$ cat config.mk
export PLATFORM = sky130hd
export DESIGN_NAME = rob_pointers
export DESIGN_NICKNAME = d
export VERILOG_FILES = /design/src/design/rob_pkg.sv /design/src/design/rob_pointers.sv
export SDC_FILE = /design/constraint.sdc
export NUM_CORES = 1
export LEC_CHECK = 0
export ABC_AREA = 1
export BUFFER_PORTS_ARGS = -buffer_cell sky130_fd_sc_hd__buf_2
export CAP_MARGIN = 10
export CORE_MARGIN = 2
export CORE_UTILIZATION = 48
export CTS_CLUSTER_SIZE = 40
export DETAILED_ROUTE_END_ITERATION = 10
export PLACE_DENSITY_LB_ADDON = 0.25
export SYNTH_ARGS = -nofsm -noshare
export SYNTH_HDL_FRONTEND = slang
export SYNTH_SLANG_ARGS = --single-unit
export TNS_END_PERCENT = 50
$ cat constraint.sdc
create_clock -name CLK -period 4.2 [get_ports CLK]
set_input_delay 0 -clock CLK [delete_from_list [all_inputs] [get_ports CLK]]
set_output_delay 0 -clock CLK [all_outputs]
set_load 0.05 [all_outputs]
$ cat src/design/rob_pkg.sv
// =====================================================================
// Vector reorder buffer shared definitions
// Sizes, element width and group encodings, and the entry layout
// =====================================================================
`default_nettype none

package rob_pkg;

  localparam int NUM_ENTRY   = 8;
  localparam int NUM_PORTS   = 3;
  localparam int ENTRY_BYTES = 16;
  localparam int ENTRY_BITS  = 128;
  localparam int RES_BITS    = 64;

  typedef logic [2:0] idx_t;
  typedef logic [3:0] ptr_t;
  typedef logic [4:0] vreg_t;
  typedef logic [6:0] elem_t;

  typedef enum logic [1:0] {SEW8, SEW16, SEW32} sew_t;
  typedef enum logic [1:0] {LMUL1, LMUL2, LMUL4} lmul_t;

  typedef struct packed {
    logic [ENTRY_BITS-1:0]  data;
    vreg_t                  vd;
    logic [ENTRY_BYTES-1:0] byte_en;
    logic                   valid;
    logic                   last;
    logic                   exception;
    logic [3:0]             exc_index;
    sew_t                   sew;
  } rob_entry_t;

  // Entries taken by one instruction
  function automatic ptr_t group_size(lmul_t lmul);
    case (lmul)
      LMUL2:   return ptr_t'(2);
      LMUL4:   return ptr_t'(4);
      default: return ptr_t'(1);
    endcase
  endfunction

  // log2 of elements per entry (16, 8, 4)
  function automatic logic [2:0] elem_shift(sew_t sew);
    case (sew)
      SEW16:   return 3'd3;
      SEW32:   return 3'd2;
      default: return 3'd4;
    endcase
  endfunction

  // log2 of bytes per element (1, 2, 4)
  function automatic logic [1:0] byte_shift(sew_t sew);
    case (sew)
      SEW16:   return 2'd1;
      SEW32:   return 2'd2;
      default: return 2'd0;
    endcase
  endfunction

endpackage

`default_nettype wire
$ cat src/design/rob_pointers.sv
// =====================================================================
// Reorder buffer pointers
// Head and tail with wrap bits, group allocation and the full flag
// =====================================================================
`default_nettype none

module rob_pointers (
  input  wire                 CLK,
  input  wire                 nRST,
  input  wire                 alloc_ena,
  input  wire rob_pkg::lmul_t lmul,
  input  wire                 flush,
  input  wire                 commit,
  output logic                full,
  output rob_pkg::idx_t       cur_tail,
  output rob_pkg::idx_t       head
);
  import rob_pkg::*;

  ptr_t head_ptr;
  ptr_t tail_ptr;
  ptr_t occupancy;
  ptr_t free_cnt;
  ptr_t group;
  logic alloc_ok;

  // Wrap bit makes the difference exact from 0 to NUM_ENTRY
  assign occupancy = tail_ptr - head_ptr;
  assign free_cnt  = ptr_t'(NUM_ENTRY) - occupancy;
  assign group     = group_size(lmul);

  assign full     = (free_cnt < group);
  assign alloc_ok = alloc_ena & ~full;

  assign cur_tail = tail_ptr[2:0];
  assign head     = head_ptr[2:0];

  always_ff @(posedge CLK, negedge nRST) begin
    if (!nRST) begin
      head_ptr <= '0;
      tail_ptr <= '0;
    end else if (flush) begin
      head_ptr <= '0;
      tail_ptr <= '0;
    end else begin
      if (commit) begin
        head_ptr <= head_ptr + ptr_t'(1);
      end
      if (alloc_ok) begin
        tail_ptr <= tail_ptr + group;
      end
    end
  end

  // =====================================================================
  // Checks
  // =====================================================================

  // A valid head entry must always lie inside the allocated window
  a_no_commit_when_empty : assert property (
    @(posedge CLK) disable iff (!nRST)
    commit |-> (occupancy != '0)
  ) else $error("rob_pointers: commit with empty buffer");

endmodule

`default_nettype wire

Word-level counts from Yosys, hierarchy flattened
Cells that the tools add are included.
Storage, ports and cells
  output and inout bits: 7
  flip-flop bits (word level): 8
Operators by class
  reduce and logical (&&, ||, !) cells: 2
  eq/ne operators: 2
  bitwise operators: 2
  $lt $le $gt $ge: 1
  mux-type cells: 5
  $add $sub $neg: 4
Operators with widths (count)
  two-way mux 4 bit: 4
  one-hot mux 3 bit (2 select lines): 1
  adder 4 x 1 -> 4 bit, second input constant: 1
  adder 4 bit: 1
  < comparator 4 bit: 1
  nonzero test 2 bit: 2
  subtractor 4 bit: 1
  subtractor 4 bit, first input constant: 1
  equality test 2 x 1 -> 1 bit, second input constant: 1
  equality test 2 bit, second input constant: 1
  AND 1 bit: 1
  NOT 1 bit: 1

Logic depth before layout (Yosys ltp)
Gate-level depths: netlist (run 1).
  depth in word-level cells: 7
  gate-level depth with buffers: 14

Worst setup path after synthesis (run 1)
Ideal clock, no wire load.
  path kind: register to output
  from: reg tail_ptr[1]
  to: out full
  setup slack: 1.958 ns
  stages on the path, launching flop included: 9
  arrival: 2.242 ns
  path through: dfrtp_1 -> inv_1 -> ha_1 -> ha_1 -> fa_1 -> ha_1 -> a21oi_2 -> nand2_4 -> inv_1
Between the ends
  longest elaborated chain between the ends: 3
RTL lines
  start: declaration: line rob_pointers.sv:21  | ptr_t tail_ptr;
  start signal: assignment: line rob_pointers.sv:50  | tail_ptr <= tail_ptr + group;
  subtractor 4 bit: line rob_pointers.sv:28  | assign occupancy = tail_ptr - head_ptr;
  subtractor 4 bit: line rob_pointers.sv:29  | assign free_cnt = ptr_t'(NUM_ENTRY) - occupancy;
  < comparator 4 bit: line rob_pointers.sv:32  | assign full = (free_cnt < group);
  end: declaration: line rob_pointers.sv:14  | output logic full,
No other way between the ends.

Worst setup path after layout (run 1)
Ends and elaborated chain as after synthesis.

==> results of run 1 <==
-- cell usage in the layout, fill, tap and decap left out --
cell / count
inv_1: 19
nand2_1: 19
buf_2: 13
ha_1: 12
dfrtp_1: 8
nand3_1: 6
nand4_1: 5
nor2_1: 3
a21oi_1: 3
clkbuf_4: 3
nand2_4: 2
o21ai_0: 2
fa_1: 2
dlygate4sd3_1: 2
inv_2: 1
a21oi_2: 1
xnor2_1: 1
clkinv_1: 1
nand2_2: 1
a211oi_1: 1
xor2_1: 1
nor3_1: 1
-- repair_timing --
action                                  CTS  global route
endpoints found under the setup margin    0             0
buffers inserted                          0             0
hold buffers                              2             0
hold endpoints to repair                  9             0
-- where the power goes --
group / internal (mW) / leakage, nW / switching [mW]
Clock: 0.0326 / 0.0138 / 0.0250
Sequential: 0.0860 / 0.108 / 0.0116
Combinational: 0.0751 / 0.360 / 0.144
-- critical path, cell delays in order (launching register included) --
cell and delay [ps]:
dfrtp_1 430, inv_1 70, ha_1 290, ha_1 210, fa_1 430, ha_1 290, a21oi_2 190, nand2_4 100
inv_1 60, buf_2 250
-- cells by family after synthesis --
group                      Yosys count  share of synthesized area
AOI/OAI and AO/OA                    7                     0.0546
xor gates and xnor gates             2                     0.0232
adders and majority gates           14                      0.252
buffers and inverters               28                      0.171
DFF                                  8                      0.265
and+or+nand+nor                     37                      0.235
-- layer usage --
layer | up-vias | GRT usage
met3 | 0 | 0.0750
li1 | 321 | -
met5 | - | 0
met2 | 8 | 0.276
met4 | 0 | 0.0182
met1 | 273 | 0.211
-- stage by stage --
stage / hold WS, ps / cells / utilization
after global routing: 66.1 / 123 / 0.560
after floorplan: -296 / 96 / -
final: 36.3 / 123 / 0.560
after global placement: -145 / 118 / 0.531
after CTS: 23.5 / 123 / 0.560
after detailed placement: -146 / 118 / 0.531
-- sequential cells by signal, summed over array words and instances, names as in the netlist --
register  flops
head_ptr      4
tail_ptr      4
-- final timing paths --
path / cells after the start / to
setup / recovery: 9 / full
hold / removal: 3 / head_ptr[2]
hold reg to reg: 1 / head_ptr[3]
max in group asynchronous: 2 / tail_ptr[0]
min in group asynchronous: 2 / head_ptr[3]
setup reg to reg: 10 / tail_ptr[0]
-- layout make-up --
class                           instances  area, um2  share of cell area
Timing Repair Buffer                   15       85.1               0.102
Sequential cell                         8        200               0.240
Inverter                               21       78.8              0.0946
Multi-Input combinational cell         60        427               0.512
Tap cell                               16       20.0              0.0240
Clock buffer                            3       22.5              0.0270
==> flow_summary.json, run 1 <==
{
  "outcome": "completed",
  "synth_top_area_frac": 0.265,
  "fmax_mhz": 391,
  "grt_setup_unrepaired": "no",
  "tritoncts": "done",
  "via_per_inst": 4.89,
  "yosys.area.top_type": "dfrtp_1",
  "row_count": 14,
  "cts-buffers-inserted": 3,
  "die_area_mm2": 0.00191,
  "finalMaxSlewViolations": 0,
  "crit_fanout": 6,
  "ys.warnings.count": 0,
  "fill_cells": 154,
  "ys_ff_latch": 8,
  "core-area_mm2": 0.00149,
  "overflow": 0,
  "synth-main-ff-cell": "dfrtp_1",
  "syn_to_final_growth_pct": 10.3,
  "clock-sinks": 8,
  "nNetsFinal": 130,
  "setup_viol": 0,
  "finalWorstSetupSlack_ps": 1640,
  "slew_headroom": 0.794,
  "drv_cap": 0,
  "cts.htree.levels": 1,
  "finalWirelength_mm": 1.31,
  "ant_nets": 0,
  "critPathKind": "flop to output port",
  "end_kind": "output port",
  "powerDensity_mw_per_mm2": 449,
  "ys_top_cells_by_count": "inv_1 (19), nand2_1 (19), ha_1 (12)",
  "worst_ep_required_time_ps": 4200,
  "post-dp-hpwl_mm": 1.12,
  "ys_types": 21,
  "reg2reg_from": "tail_ptr[1]",
  "drive_gt1_frac": 0.196,
  "highest_layer": "met3",
  "clk_pin_slew_ps": 50,
  "wl_met1_um": 615,
  "drcViolationCount": 0,
  "grt_pass1_vias": 577,
  "fin_tns_setup_ps": 0,
  "clk_latency_ps": 250,
  "synth-seq-area-share": 0.265,
  "portBuffers": 13,
  "grt_use_total": 0.168,
  "crit_path_start": "tail_ptr[1]",
  "critPathLaunchType": "flop",
  "die_w_um": 43.7,
  "wl_per_cell_um": 10.6,
  "dpl_worst_slack_ps": 1880,
  "gp_congestion": 0.779,
  "grt_max_degree": 12,
  "netlist_instances": 96,
  "hp-class": "primary input to flop",
  "synth.avg_cell_area_um2": 7.87,
  "min_period_ps": 2560,
  "root_buffer": "clkbuf_4",
  "finClkSkew_ps": 5.12,
  "cts_buffer_depth": 2,
  "syn_area_um2": 756,
  "first_pass_iters": 4,
  "route.met3.wl_um": 53,
  "initialDrtViolationCount": 9,
  "hold_path_startpoint": "commit",
  "worst_slew_pin_slew_ps": 308,
  "syn_nets": 117,
  "post_cts_resized": 0,
  "dieHeight_um": 43.7,
  "synth.top_cells.by_area": "dfrtp_1 (26%), ha_1 (20%), inv_1 (9.4%)",
  "hold_viol": 0,
  "initial_core_util": 0.508,
  "wl_met2_um": 640,
  "critical_path_arrival_ps": 2560,
  "ioPinCount": 14,
  "max-vdd-ir-drop_v": 0.000280,
  "p_leak_nw": 0.482,
  "antenna_cells": 0,
  "synth-edff-count": 0,
  "total_power_uw": 374,
  "min_period_over_period": 0.608,
  "placed_area_um2": 791,
  "grt_pass1_wl_mm": 2.37,
  "ys_async_sr_fraction": 1.00,
  "reg2reg_slack_ps": 1920,
  "vias": 602,
  "postLayoutCellArea_um2": 833,
  "antenna_found_initial": 0
}
(Power assumes the default switching activity.)
==> run 2, diff against run 1 <==
- clock period: 4.2 -> 2.52 ns (I/O delays scaled with it)
==> flow_summary.json, run 2 (synthesized netlist as in run 1, its figures left out) <==
{
  "outcome": "completed",
  "highest_layer": "met3",
  "finalMaxSlewViolations": 0,
  "finClkSkew_ps": 4.23,
  "grt_use_total": 0.170,
  "nNetsFinal": 132,
  "critical_path_arrival_ps": 2380,
  "worstRegToRegCells": 9,
  "initialDrtViolationCount": 10,
  "tritoncts": "done",
  "syn_to_final_growth_pct": 13.1,
  "ant_nets": 0,
  "wl_met2_um": 662,
  "fin_util": 0.574,
  "die_area_mm2": 0.00191,
  "die_w_um": 43.7,
  "first_pass_iters": 4,
  "max-vdd-ir-drop_v": 0.000470,
  "cts_buffer_depth": 2,
  "fin_cells": 125,
  "min_period_ps": 2380,
  "overflow": 0,
  "end_kind": "output port",
  "vias": 607,
  "wl_per_cell_um": 10.7,
  "dieHeight_um": 43.7,
  "critPathLaunchType": "flop",
  "via_per_inst": 4.86,
  "route.met3.wl_um": 54,
  "drv_cap": 0,
  "dp_cells": 118,
  "grt_pass1_wl_mm": 2.39,
  "layout_common_cells": "inv_1 (19), nand2_1 (19), ha_1 (12), buf_2 (12), dfrtp_1 (8)",
  "worst_ep_required_time_ps": 2520,
  "fill_cells": 152,
  "p_leak_nw": 0.494,
  "gp_congestion": 0.779,
  "initial_core_util": 0.508,
  "cts.htree.levels": 1,
  "drcViolationCount": 0,
  "reg2reg_slack_ps": 330,
  "critPathKind": "flop to output port",
  "seqCellArea_um2": 200,
  "hold_viol": 0,
  "powerDensity_mw_per_mm2": 756,
  "fin_tns_setup_ps": 0,
  "antenna_found_initial": 0,
  "post-dp-hpwl_mm": 1.12,
  "portBuffers": 13,
  "wl_met1_um": 621,
  "root_buffer": "clkbuf_4",
  "drive_gt1_frac": 0.211,
  "clk_pin_slew_ps": 50,
  "ioPinCount": 14,
  "cts-buffers-inserted": 3,
  "largestRegisters": "head_ptr: 4 flops, tail_ptr: 4 flops",
  "core-area_mm2": 0.00149,
  "multi_input_area_um2": 427,
  "grt_max_degree": 12,
  "grt_pass1_vias": 585,
  "whs_path_depth": 3,
  "crit_fanout": 6,
  "grt_setup_unrepaired": "no",
  "row_count": 14,
  "fmax_mhz": 420,
  "clk_latency_ps": 250,
  "finalWirelength_mm": 1.34,
  "setup_viol": 0,
  "antenna_cells": 0,
  "slew_headroom": 0.793,
  "clock-sinks": 8,
  "hp-class": "primary input to flop",
  "worst_slew_pin_slew_ps": 310,
  "min_period_over_period": 0.945
}
==> run 2: per-stage QoR <==
| stage | setup slack, ps | instance area, um2 | power (mW) | hold slack, ps |
|---|---|---|---|---|
| floorplan | 278 | 756 | 0.478 | -296 |
| global placement | 263 | 791 | 0.523 | -145 |
| detailed placement | 199 | 791 | 0.533 | -146 |
| CTS | 79.6 | 843 | 0.647 | 23.5 |
| global route | 9.25 | 855 | 0.708 | 66.1 |
| finish | 138 | 855 | 0.646 | 36.8 |
==> run 2: path summary, 6_finish.rpt <==
| check | end | start |
|---|---|---|
| worst min register to register | head_ptr[3] | head_ptr[3] |
| worst max-delay path | full | head_ptr[1] |
| max in group asynchronous | tail_ptr[0] | nRST |
| min in group asynchronous | head_ptr[3] | nRST |
| worst max register to register | tail_ptr[0] | head_ptr[1] |
| worst min-delay path | head_ptr[2] | commit |
==> run 2: layout make-up <==
cell class	instances	share of cell area
sequential	8	0.234
timing repair buffer	17	0.124
inverter	21	0.0922
tap	16	0.0234
multi-input combinational	60	0.499
clock buffer	3	0.0264
==> run 2: power breakdown <==
part	total [mW]	leakage (nW)	internal, mW	switching, mW
Clock	0.0965	0.0138	0.0544	0.0421
Sequential	0.159	0.108	0.143	0.0154
Combinational	0.391	0.372	0.143	0.248
==> run 2: layer usage <==
layer	up-vias	GRT usage
met5	-	0
met4	0	0.0182
met3	0	0.0750
met2	8	0.282
met1	275	0.211
li1	324	-
==> run 2: what timing repair did <==
action,CTS,global route
setup buffers,1,1
hold buffers,2,0
gates resized for setup,1,1
gates cloned,0,0
endpoints found under the hold margin,9,0
pin swaps,0,0
setup endpoints to repair,1,1
==> run 2: critical path, stage by stage, from the launching register on <==
cell and delay (ps):
dfrtp_1 400, ha_1 290, ha_1 210, fa_1 430
ha_1 290, a21oi_2 190, nand2_4 100, inv_1 80
buf_6 150
