[config.mk]
export PLATFORM = sky130hd
export DESIGN_NAME = commit_unit
export DESIGN_NICKNAME = d
export VERILOG_FILES = /design/src/design/rob_pkg.sv /design/src/design/commit_unit.sv
export SDC_FILE = /design/constraint.sdc
export NUM_CORES = 1
export LEC_CHECK = 0
export BUFFER_PORTS_ARGS = -buffer_cell sky130_fd_sc_hd__buf_2
export CORE_AREA = 2 2 121 123
export DETAILED_ROUTE_END_ITERATION = 8
export DIE_AREA = 0 0 123 125
export GPL_TIMING_DRIVEN = 0
export PLACE_DENSITY = 0.53
export RECOVER_POWER = 100
export SLEW_MARGIN = 20
export SYNTH_ARGS = -nofsm -noshare
export SYNTH_HDL_FRONTEND = slang
export SYNTH_SLANG_ARGS = --single-unit
[constraint.sdc]
create_clock -name vclk -period 3.67
set_clock_uncertainty 0.2 [all_clocks]
set_input_delay 0.367 -clock vclk [all_inputs]
set_output_delay 0.367 -clock vclk [all_outputs]
set_load 0.005 [all_outputs]
[src/design/rob_pkg.sv]
// =====================================================================
// Vector reorder buffer shared definitions
// Sizes, element width and group encodings, and the entry layout
// =====================================================================
`default_nettype none

package rob_pkg;

  localparam int NUM_ENTRY   = 8;
  localparam int NUM_PORTS   = 3;
  localparam int ENTRY_BYTES = 16;
  localparam int ENTRY_BITS  = 128;
  localparam int RES_BITS    = 64;

  typedef logic [2:0] idx_t;
  typedef logic [3:0] ptr_t;
  typedef logic [4:0] vreg_t;
  typedef logic [6:0] elem_t;

  typedef enum logic [1:0] {SEW8, SEW16, SEW32} sew_t;
  typedef enum logic [1:0] {LMUL1, LMUL2, LMUL4} lmul_t;

  typedef struct packed {
    logic [ENTRY_BITS-1:0]  data;
    vreg_t                  vd;
    logic [ENTRY_BYTES-1:0] byte_en;
    logic                   valid;
    logic                   last;
    logic                   exception;
    logic [3:0]             exc_index;
    sew_t                   sew;
  } rob_entry_t;

  // Entries taken by one instruction
  function automatic ptr_t group_size(lmul_t lmul);
    case (lmul)
      LMUL2:   return ptr_t'(2);
      LMUL4:   return ptr_t'(4);
      default: return ptr_t'(1);
    endcase
  endfunction

  // log2 of elements per entry (16, 8, 4)
  function automatic logic [2:0] elem_shift(sew_t sew);
    case (sew)
      SEW16:   return 3'd3;
      SEW32:   return 3'd2;
      default: return 3'd4;
    endcase
  endfunction

  // log2 of bytes per element (1, 2, 4)
  function automatic logic [1:0] byte_shift(sew_t sew);
    case (sew)
      SEW16:   return 2'd1;
      SEW32:   return 2'd2;
      default: return 2'd0;
    endcase
  endfunction

endpackage

`default_nettype wire
[src/design/commit_unit.sv]
// =====================================================================
// Commit unit
// Turns the head entry into a vector register file write, masking
// the bytes at and above a faulting element
// =====================================================================
`default_nettype none

module commit_unit (
  input  wire rob_pkg::rob_entry_t         head_entry,
  input  wire                              commit_ena,
  output logic                             vreg_wen,
  output logic                             commit_done,
  output logic                             v_exception,
  output rob_pkg::vreg_t                   vd_final,
  output logic [rob_pkg::ENTRY_BITS-1:0]   wdata_final,
  output logic [rob_pkg::ENTRY_BYTES-1:0]  byte_ena
);
  import rob_pkg::*;

  logic [3:0]             exc_byte;
  logic [ENTRY_BYTES-1:0] keep_mask;

  // Faulting element index scaled to a byte offset
  always_comb begin
    case (head_entry.sew)
      SEW32:   exc_byte = {head_entry.exc_index[1:0], 2'b00};
      SEW16:   exc_byte = {head_entry.exc_index[2:0], 1'b0};
      default: exc_byte = head_entry.exc_index;
    endcase
  end

  assign keep_mask = ~({ENTRY_BYTES{1'b1}} << exc_byte);

  assign vreg_wen    = head_entry.valid & commit_ena;
  assign commit_done = vreg_wen & head_entry.last;
  assign v_exception = head_entry.exception & commit_ena;
  assign vd_final    = head_entry.vd;
  assign wdata_final = head_entry.data;
  assign byte_ena    = v_exception ? (head_entry.byte_en & keep_mask)
                                   : head_entry.byte_en;

endmodule

`default_nettype wire

# Word-level counts from Yosys, hierarchy flattened
# Cells that the tools add are included.
# totals
register_bits,0
input_bits,159
elab_cells,10
output_inout_bits,152
# op_classes
muxes,2
shift,1
bitwise,5
eq_ne,2
# op_table
cell,count
16-bit AND,1
16-bit two-way mux,1
16-bit NOT,1
"16-bit by 4-bit left shift with 16-bit output, first input constant",1
4-bit case mux with 2 select lines,1
1-bit AND,3
"2-bit by 1-bit equality test with 1-bit output, second input constant",1
"2-bit equality test, second input constant",1

# Logic depth before layout (Yosys ltp)
# Gate-level depths: netlist of the first run.
# logic_depth
word_depth,6
mapped_depth,6
mapped_depth_nobuf,5

# Worst setup path before layout of the first run
# OpenSTA, ideal clock, no wires.
# synth_timing
path_type,in2out
from,input port head_entry[0] (netlist name)
to,output port byte_ena[8] (netlist name)
path_buffers,1
path_slack_ps,1509
t_required_ps,3103
arrival_time_ps,1594
path_stages,6
path_cell_list,inv_1 ha_1 buf_6 nor2b_4 or2_4 o41ai_1
# synth_via
elab_chain_len,6
elab_cells_between_ends,7
cone_classes,eq/ne (2); shift (1); mux (2); bitwise (2)
# synth_lines
item,line_no,source
from (decl),commit_unit.sv:9,"input wire rob_pkg::rob_entry_t head_entry,"
2-bit by 1-bit equality test with 1-bit output or 2-bit equality test (tied branches),commit_unit.sv:25,case (head_entry.sew)
4-bit case mux with 2 select lines (*),commit_unit.sv:25,
16-bit by 4-bit left shift with 16-bit output (*),commit_unit.sv:32,assign keep_mask = ~({ENTRY_BYTES{1'b1}} << exc_byte);
16-bit NOT (*),commit_unit.sv:32,
16-bit AND (*),commit_unit.sv:39,assign byte_ena = v_exception ? (head_entry.byte_en & keep_mask)
16-bit two-way mux (*),commit_unit.sv:39,
to (decl),commit_unit.sv:16,output logic [rob_pkg::ENTRY_BYTES-1:0] byte_ena
# Every way passes the cells marked *; elsewhere a longest branch is shown, timed or not.

# Worst setup path in the final report of the first run
# layout_timing
from,input port head_entry[0] (netlist name)
to,output port byte_ena[13] (netlist name)
# Same word-level chain as after synthesis.

==> impl_metrics.env, run 1 <==
export IMPL_worst_pin_slew_ns=1.224
export IMPL_start_kind="input port"
export IMPL_clkbuf_count=0
export IMPL_syn_num_nets=352
export IMPL_drtAntennaViolNets=0
export IMPL_worstPathArrival_ns=2.47
export IMPL_final_common_cell="buf_2"
export IMPL_worstHoldStart="head_entry[61]"
export IMPL_gr_total_overflow=0
export IMPL_grt_util_all_layers_pct=4.990
export IMPL_seq_cells=0
export IMPL_cts_resized=0
export IMPL_die_h_um=125
export IMPL_wl_met3_um=772
export IMPL_drtIter0Drc=43
export IMPL_worstPathMaxFanout=10
export IMPL_hold_violations=0
export IMPL_hp_class="in -> out"
export IMPL_power_density_mw_per_mm2=106.9
export IMPL_placedInstanceArea_mm2=0.002501
export IMPL_cp_required_ns=3.10
export IMPL_rsz0062_at_grt="no"
export IMPL_maxCapViolations=0
export IMPL_synth_cells=191
export IMPL_route_vias_total=1705
export IMPL_antenna_found_initial=2
export IMPL_setup_viol=0
export IMPL_ff_latch_area_um2=0
export IMPL_die_area_mm2=0.01538
export IMPL_ios=311
export IMPL_synth_distinct_cells=31
export IMPL_die_w_um=123
export IMPL_fmax_mhz=329.1
export IMPL_period_minus_slack_ns=3.039
export IMPL_yosys_warnings=0
export IMPL_p_leak_nw=1.386
export IMPL_drive_above_1_share_pct=75.20
export IMPL_post_route_period_util_pct=82.80
export IMPL_totalWireLength_mm=4.703
export IMPL_final_area_mm2=0.002441
export IMPL_endpoint_kind="output port"
export IMPL_layout_common_cells="142 x buf_2, 108 x clkbuf_4, 35 x clkbuf_1"
export IMPL_core_mm2=0.01420
export IMPL_nets=530
export IMPL_met1_length_mm=1.359
export IMPL_drt_pass1_iterations=3
export IMPL_dpl_hpwl_mm=4.496
export IMPL_fillers=1641
export IMPL_grt_pass1_wl_mm=6.382
export IMPL_numPortBuffers=176
export IMPL_drv_slew=0
export IMPL_max_slew_margin_pct=17.52
export IMPL_ir_drop_v=0.00003610
export IMPL_finalWeightedCongestion=0.8055
export IMPL_power_mw=0.2610
export IMPL_routed_via_density=3.083
export IMPL_multiInputGateArea_um2=327.8
export IMPL_status="finished, final reports clean"
export IMPL_remaining_drc_errors=0
export IMPL_worst_setup_path_type="in -> out"
export IMPL_num_rows=44
export IMPL_worst_hold_slack_ns=0.7026
export IMPL_finish_utilization_pct=17.19
export IMPL_start_util_pct=9.787
export IMPL_tns_ns=0
export IMPL_cp_startpoint="head_entry[0]"
export IMPL_syn_area_per_cell_um2=7.278
export IMPL_hold_buffers=0
export IMPL_cts_setup_buffers=0
export IMPL_grt_max_degree=11
export IMPL_grt_pass1_vias=1379
export IMPL_wl_met2_mm=2.571
export IMPL_syn_area_mm2=0.001390
export IMPL_area_growth_pct=75.61
export IMPL_crit_end="byte_ena[13]"
export IMPL_yosysSeqAreaShare_pct=0
export IMPL_drt_wirelength_per_cell_um=8.505
export IMPL_top_layer_used="met3"
[cells in the mapped netlist, types with 2 or more instances]
master	number	area, µm²
a211oi_1	2	15.01
and2_1	3	18.77
and3_1	2	12.51
buf_2	2	10.01
buf_4	133	998.5
ha_1	2	25.02
inv_1	6	22.52
nand2_1	6	22.52
nand2b_1	2	12.51
nor2_1	2	7.510
nor3_1	3	15.01
o21a_1	5	37.54
o21ai_0	2	10.01
o311a_1	2	20.02
o31a_1	2	17.52
o41ai_1	2	17.52
[worst min-delay path by stage]
stage	end	slack, ns	cells past startpoint
after floorplan	byte_ena[6]	0.60	2
after global placement	vd_final[2]	0.70	2
after detailed placement	wdata_final[31]	0.70	2
after CTS	wdata_final[31]	0.70	2
after global routing	wdata_final[109]	0.72	2
final	wdata_final[31]	0.70	2
[where the power goes]
group	internal, mW	switching, mW
Sequential	0	0
Clock	0.0000000728	0
Combinational	0.165	0.0962
[layout make-up]
class,count,area share [%]
antenna,2,0.2050
buffer,136,41.77
multi-input combinational,49,13.43
timing repair buffer,176,34.24
inverter,6,0.9226
tap,184,9.431
[cells by family after synthesis]
kind of cell | after synthesis | synth area share (%)
AO/OA/AOI/OAI | 24 | 13.95
buffers and inverters | 142 | 74.98
AND/OR/NAND/NOR | 23 | 9.271
adder cells (fa/ha/maj) | 2 | 1.800
[critical path, cell delays in order]
cell and delay (ns):
buf_2 0.09, inv_1 0.04, ha_1 0.29, buf_6 0.14, nor2b_1 0.14, o21ai_0 0.95
o311a_1 0.32, clkbuf_1 0.12
[routing by layer]
layer  GRT usage, %  vias up
li1               -      843
met1          5.149      708
met2          10.66      154
met3         0.8668        0
met4              0        0
met5              0        -
[metrics by stage]
stage | setup slack, ns | std cells
after global placement | 1.153 | 551
after detailed placement | 1.135 | 551
after floorplan | 1.509 | 191
final | 0.6313 | 553
after CTS | 1.134 | 551
after global routing | 0.5087 | 551
Note: power is estimated with default switching activity, not from simulation.
==> run 2, diff against run 1 <==
CORE_AREA = 2 2 120 122   (was 2 2 121 123)
DIE_AREA = 0 0 122 124   (was 0 0 123 125)
PLACE_DENSITY = 0.55   (was 0.53)
clock period = 2.7 ns   (was 3.67 ns; I/O delays follow)
==> run 2 against run 1 <==
Combinational power rose by 40%. Clock-buffer cell count did not move. Critical path type unchanged. Via count fell by 2.5%. Cell count fell by 1.1%. Largest power group unchanged.
==> impl_metrics.env, run 2 (synthesis results as in run 1) <==
export IMPL_p_leak_nw=1.317
export IMPL_gr_total_overflow=0
export IMPL_combinationalPowerShare_pct=100.0
export IMPL_tns_ns=0
export IMPL_cp_required_ns=2.23
export IMPL_max_slew_margin_pct=49.98
export IMPL_fillers=1601
export IMPL_placedInstanceArea_mm2=0.002496
export IMPL_nets=530
export IMPL_cts_resized=0
export IMPL_ir_drop_v=0.00006245
export IMPL_fmax_mhz=406.4
export IMPL_path_cells="buf_2 > inv_1 > ha_1 > buf_6 > nor2b_1 > a211oi_1 > o21a_1 > clkbuf_1"
export IMPL_cts_setup_buffers=0
export IMPL_finish_utilization_pct=17.56
export IMPL_endpoint_kind="output port"
export IMPL_post_route_period_util_pct=91.12
export IMPL_start_kind="input port"
export IMPL_clkbuf_count=0
export IMPL_die_h_um=124
export IMPL_grt_max_degree=11
export IMPL_cp_slowest_cell="a211oi_1"
export IMPL_setup_viol=0
export IMPL_num_rows=43
export IMPL_final_area_mm2=0.002409
export IMPL_switchingPower_mw=0.1419
export IMPL_finalWeightedCongestion=0.7273
export IMPL_core_mm2=0.01372
export IMPL_hold_buffers=0
export IMPL_power_density_mw_per_mm2=151.9
export IMPL_grt_util_all_layers_pct=5.571
export IMPL_p_sw_share_pct=38.77
export IMPL_worst_pin_slew_ns=0.7458
export IMPL_grt_pass1_vias=1243
export IMPL_antenna_found_initial=0
export IMPL_numPortBuffers=176
export IMPL_drtAntennaViolNets=0
export IMPL_start_util_pct=10.13
export IMPL_worstPathMaxFanout=10
export IMPL_diodes=0
export IMPL_multiInputGateArea_um2=341.6
export IMPL_area_growth_pct=73.27
export IMPL_routed_via_density=3.038
export IMPL_drive_above_1_share_pct=68.12
export IMPL_drv_slew=0
export IMPL_die_area_mm2=0.01513
export IMPL_drt_pass1_iterations=2
export IMPL_seq_cells=0
export IMPL_hp_class="in -> out"
export IMPL_p_int_mw=0.2241
export IMPL_dpl_hpwl_mm=5.304
export IMPL_pwr_share_clk_pct=0
export IMPL_drtIter0Drc=26
export IMPL_worstPathArrival_ns=1.99
export IMPL_drt_wirelength_per_cell_um=10.20
export IMPL_layout_common_cells="113 x buf_2, 80 x clkbuf_4, 63 x clkbuf_1"
export IMPL_pwr_share_seq_pct=0
export IMPL_hold_violations=0
export IMPL_final_common_cell="buf_2"
export IMPL_grt_pass1_wl_mm=6.417
export IMPL_max_stage_delay_ns=0.67
export IMPL_totalWireLength_mm=5.579
export IMPL_remaining_drc_errors=0
export IMPL_hold_path_end="wdata_final[36]"
export IMPL_power_mw=0.3660
export IMPL_status="finished, final reports clean"
export IMPL_period_minus_slack_ns=2.460
export IMPL_hold_depth=2
export IMPL_worstHoldStart="head_entry[66]"
export IMPL_worst_setup_path_type="in -> out"
export IMPL_rsz0062_at_grt="no"
export IMPL_route_vias_total=1662
export IMPL_maxCapViolations=0
export IMPL_ios=311
export IMPL_ff_latch_area_um2=0
export IMPL_die_w_um=122
[run 2: metrics by stage]
stage | hold slack [ns] | instances | setup WS, ns
floorplan | 0.4073 | 191 | 0.7326
global placement | 0.5062 | 547 | 0.1829
global route | 0.5289 | 547 | 0.09979
finish | 0.5087 | 547 | 0.2396
detailed placement | 0.5059 | 547 | 0.1698
CTS | 0.5057 | 547 | 0.1682
[run 2: worst max-delay path by stage]
stage	start	end	slack, ns	depth (start not counted)
finish	head_entry[0]	byte_ena[1]	0.24	8
global route	head_entry[0]	byte_ena[1]	0.1	8
CTS	head_entry[0]	byte_ena[1]	0.17	8
detailed placement	head_entry[0]	byte_ena[1]	0.17	8
global placement	head_entry[0]	byte_ena[1]	0.18	8
floorplan	head_entry[0]	byte_ena[8]	0.73	6
[run 2: layout make-up]
type,count,area share (%)
well taps,180,9.351
multi-input cells,49,14.18
repair buffers,176,33.19
inverters,6,0.9351
plain buffers,136,42.34
[run 2: worst max-delay path: cells and delay by family]
family	cells	cell delay (ns)
and+or+nand+nor	1	0.19
buffers and inverters	4	0.39
AOI/OAI and AO/OA	2	0.85
adders and majority gates	1	0.29
[run 2: power by group through the flow]
stage                     sequential, mW  combinational, mW  clock (mW)
after floorplan                        0              0.228           0
after global placement                 0              0.397           0
after detailed placement               0              0.398           0
after CTS                              0              0.398           0
after global routing                   0              0.410           0
final                                  0              0.366           0
[run 2: per-layer routing]
layer,vias up,global-route usage [%],part of all wire [%]
li1,842,-,-
met1,660,5.620,30
met2,160,12.60,56
met3,0,0.5495,14
met4,0,0,0
met5,-,0,0
==> run 3, diff against run 2 <==
CORE_AREA = 2 2 122 124   (was 2 2 120 122)
DIE_AREA = 0 0 124 126   (was 0 0 122 124)
PLACE_DENSITY = 0.53   (was 0.55)
clock period = 2.5 ns   (was 2.7 ns; I/O delays follow)
==> run 3 against run 2 <==
Cell count grew 0.91%. Clock-buffer cell count is the same. Wire length shrank 11%. Via count grew 2.1%. Die area grew 3.3%. Combinational power grew 5.7%. Non-clock buffer count is the same. Core utilization shrank 0.57 points. Sequential share of layout area is the same. Design area grew 0.93%. Setup slack lost 0.029 ns. Critical path depth is the same. Critical path type unchanged. Critical endpoint is now byte_ena[8].
==> impl_metrics.env, run 3 (synthesis results as in run 1) <==
export IMPL_final_common_cell="buf_2"
export IMPL_finalWeightedCongestion=0.6897
export IMPL_totalWireLength_mm=4.948
export IMPL_start_util_pct=9.712
export IMPL_maxCapViolations=0
export IMPL_worstHoldStart="head_entry[108]"
export IMPL_cp_top_family="simple AND/OR/NAND/NOR gates"
export IMPL_setup_viol=0
export IMPL_nets=530
export IMPL_grt_max_degree=11
export IMPL_clkbuf_count=0
export IMPL_cp_slowest_cell="o41ai_1"
export IMPL_remaining_drc_errors=0
export IMPL_start_kind="input port"
export IMPL_power_density_mw_per_mm2=159.0
export IMPL_antenna_found_initial=1
export IMPL_drv_slew=0
export IMPL_grt_pass1_vias=1374
export IMPL_ff_latch_area_um2=0
export IMPL_cts_setup_buffers=0
export IMPL_grt_pass1_wl_mm=6.410
export IMPL_route_vias_total=1697
export IMPL_die_area_mm2=0.01562
export IMPL_post_route_period_util_pct=91.56
export IMPL_ir_drop_v=0.00002989
export IMPL_dpl_hpwl_mm=4.636
export IMPL_drt_wirelength_per_cell_um=8.964
export IMPL_die_h_um=126
export IMPL_fmax_mhz=436.9
export IMPL_cts_resized=0
export IMPL_period_minus_slack_ns=2.289
export IMPL_worstPathMaxFanout=10
export IMPL_hp_class="in -> out"
export IMPL_worst_pin_slew_ns=0.5843
export IMPL_hold_path_end="wdata_final[78]"
export IMPL_worst_setup_path_type="in -> out"
export IMPL_fin_ws_ns=0.2111
export IMPL_hold_violations=0
export IMPL_tns_ns=0
export IMPL_routed_via_density=3.074
export IMPL_pre_cts_ws_ns=0.2455
export IMPL_path_cells="buf_2 > inv_1 > ha_1 > buf_6 > nor2b_1 > or2_0 > o41ai_1 > clkbuf_1"
export IMPL_cp_required_ns=2.05
export IMPL_grt_util_all_layers_pct=4.989
export IMPL_core_mm2=0.01431
export IMPL_max_stage_delay_ns=0.39
export IMPL_seq_cells=0
export IMPL_drive_above_1_share_pct=71.93
export IMPL_rsz0062_at_grt="no"
export IMPL_drtAntennaViolNets=0
export IMPL_worstPathArrival_ns=1.84
export IMPL_ios=311
export IMPL_drt_pass1_iterations=3
export IMPL_die_w_um=124
export IMPL_max_slew_margin_pct=61.05
export IMPL_numPortBuffers=176
export IMPL_area_growth_pct=74.89
export IMPL_status="finished, final reports clean"
export IMPL_gr_total_overflow=0
export IMPL_finish_utilization_pct=16.98
export IMPL_hold_depth=2
export IMPL_cp_num_buf_inv=4
export IMPL_num_rows=44
export IMPL_p_leak_nw=1.352
export IMPL_endpoint_kind="output port"
export IMPL_layout_common_cells="128 x buf_2, 95 x clkbuf_4, 48 x clkbuf_1"
export IMPL_drtIter0Drc=15
export IMPL_hold_buffers=0
## run 3: cell count changes in the layout (fill, tap and decap cells not counted), moves of 15 or more
cell,delta
buf_2,+15
buf_4,-15
clkbuf_1,-15
clkbuf_4,+15
## run 3: metal layers
layer	global-route usage, %	wire [µm]	share of wire [%]	up-vias
li1	-	-	-	842
met1	5.104	1485	30	691
met2	10.41	2589	52	160
met3	1.313	859	17	2
met4	0	0	0	2
met5	0	13	0.26	-
## run 3: metrics by stage
| step | area (µm²) | instances | total power [mW] | hold WS (ns) |
|---|---|---|---|---|
| after floorplan | 1390 | 191 | 0.2462 | 0.3673 |
| after CTS | 2501 | 551 | 0.4154 | 0.4664 |
| after global routing | 2429 | 551 | 0.4293 | 0.4872 |
| after detailed placement | 2501 | 551 | 0.4143 | 0.4662 |
| after global placement | 2501 | 551 | 0.4127 | 0.4661 |
| final | 2431 | 552 | 0.3867 | 0.4694 |
## run 3: layout make-up
class	count	area, µm²
diodes	1	2.502
inverters	6	22.52
repair buffers	176	818.3
well taps	184	230.2
fillers	1667	11880
plain buffers	136	1020
multi-input cells	49	337.8
## run 3: where the power goes
part,switching [mW],internal [mW]
Combinational,0.145,0.241
Clock,0,0.0000000535
Sequential,0,0
Total,0.145,0.241
## run 3: how the worst max path moves through the flow
stage                  startpoint           to  slack, ns  cells after the start
finish              head_entry[0]  byte_ena[8]       0.21                      8
global route        head_entry[0]  byte_ena[0]       0.07                      8
CTS                 head_entry[0]  byte_ena[0]       0.24                      8
detailed placement  head_entry[0]  byte_ena[0]       0.25                      8
global placement    head_entry[0]  byte_ena[0]       0.24                      8
floorplan           head_entry[0]  byte_ena[8]       0.57                      6
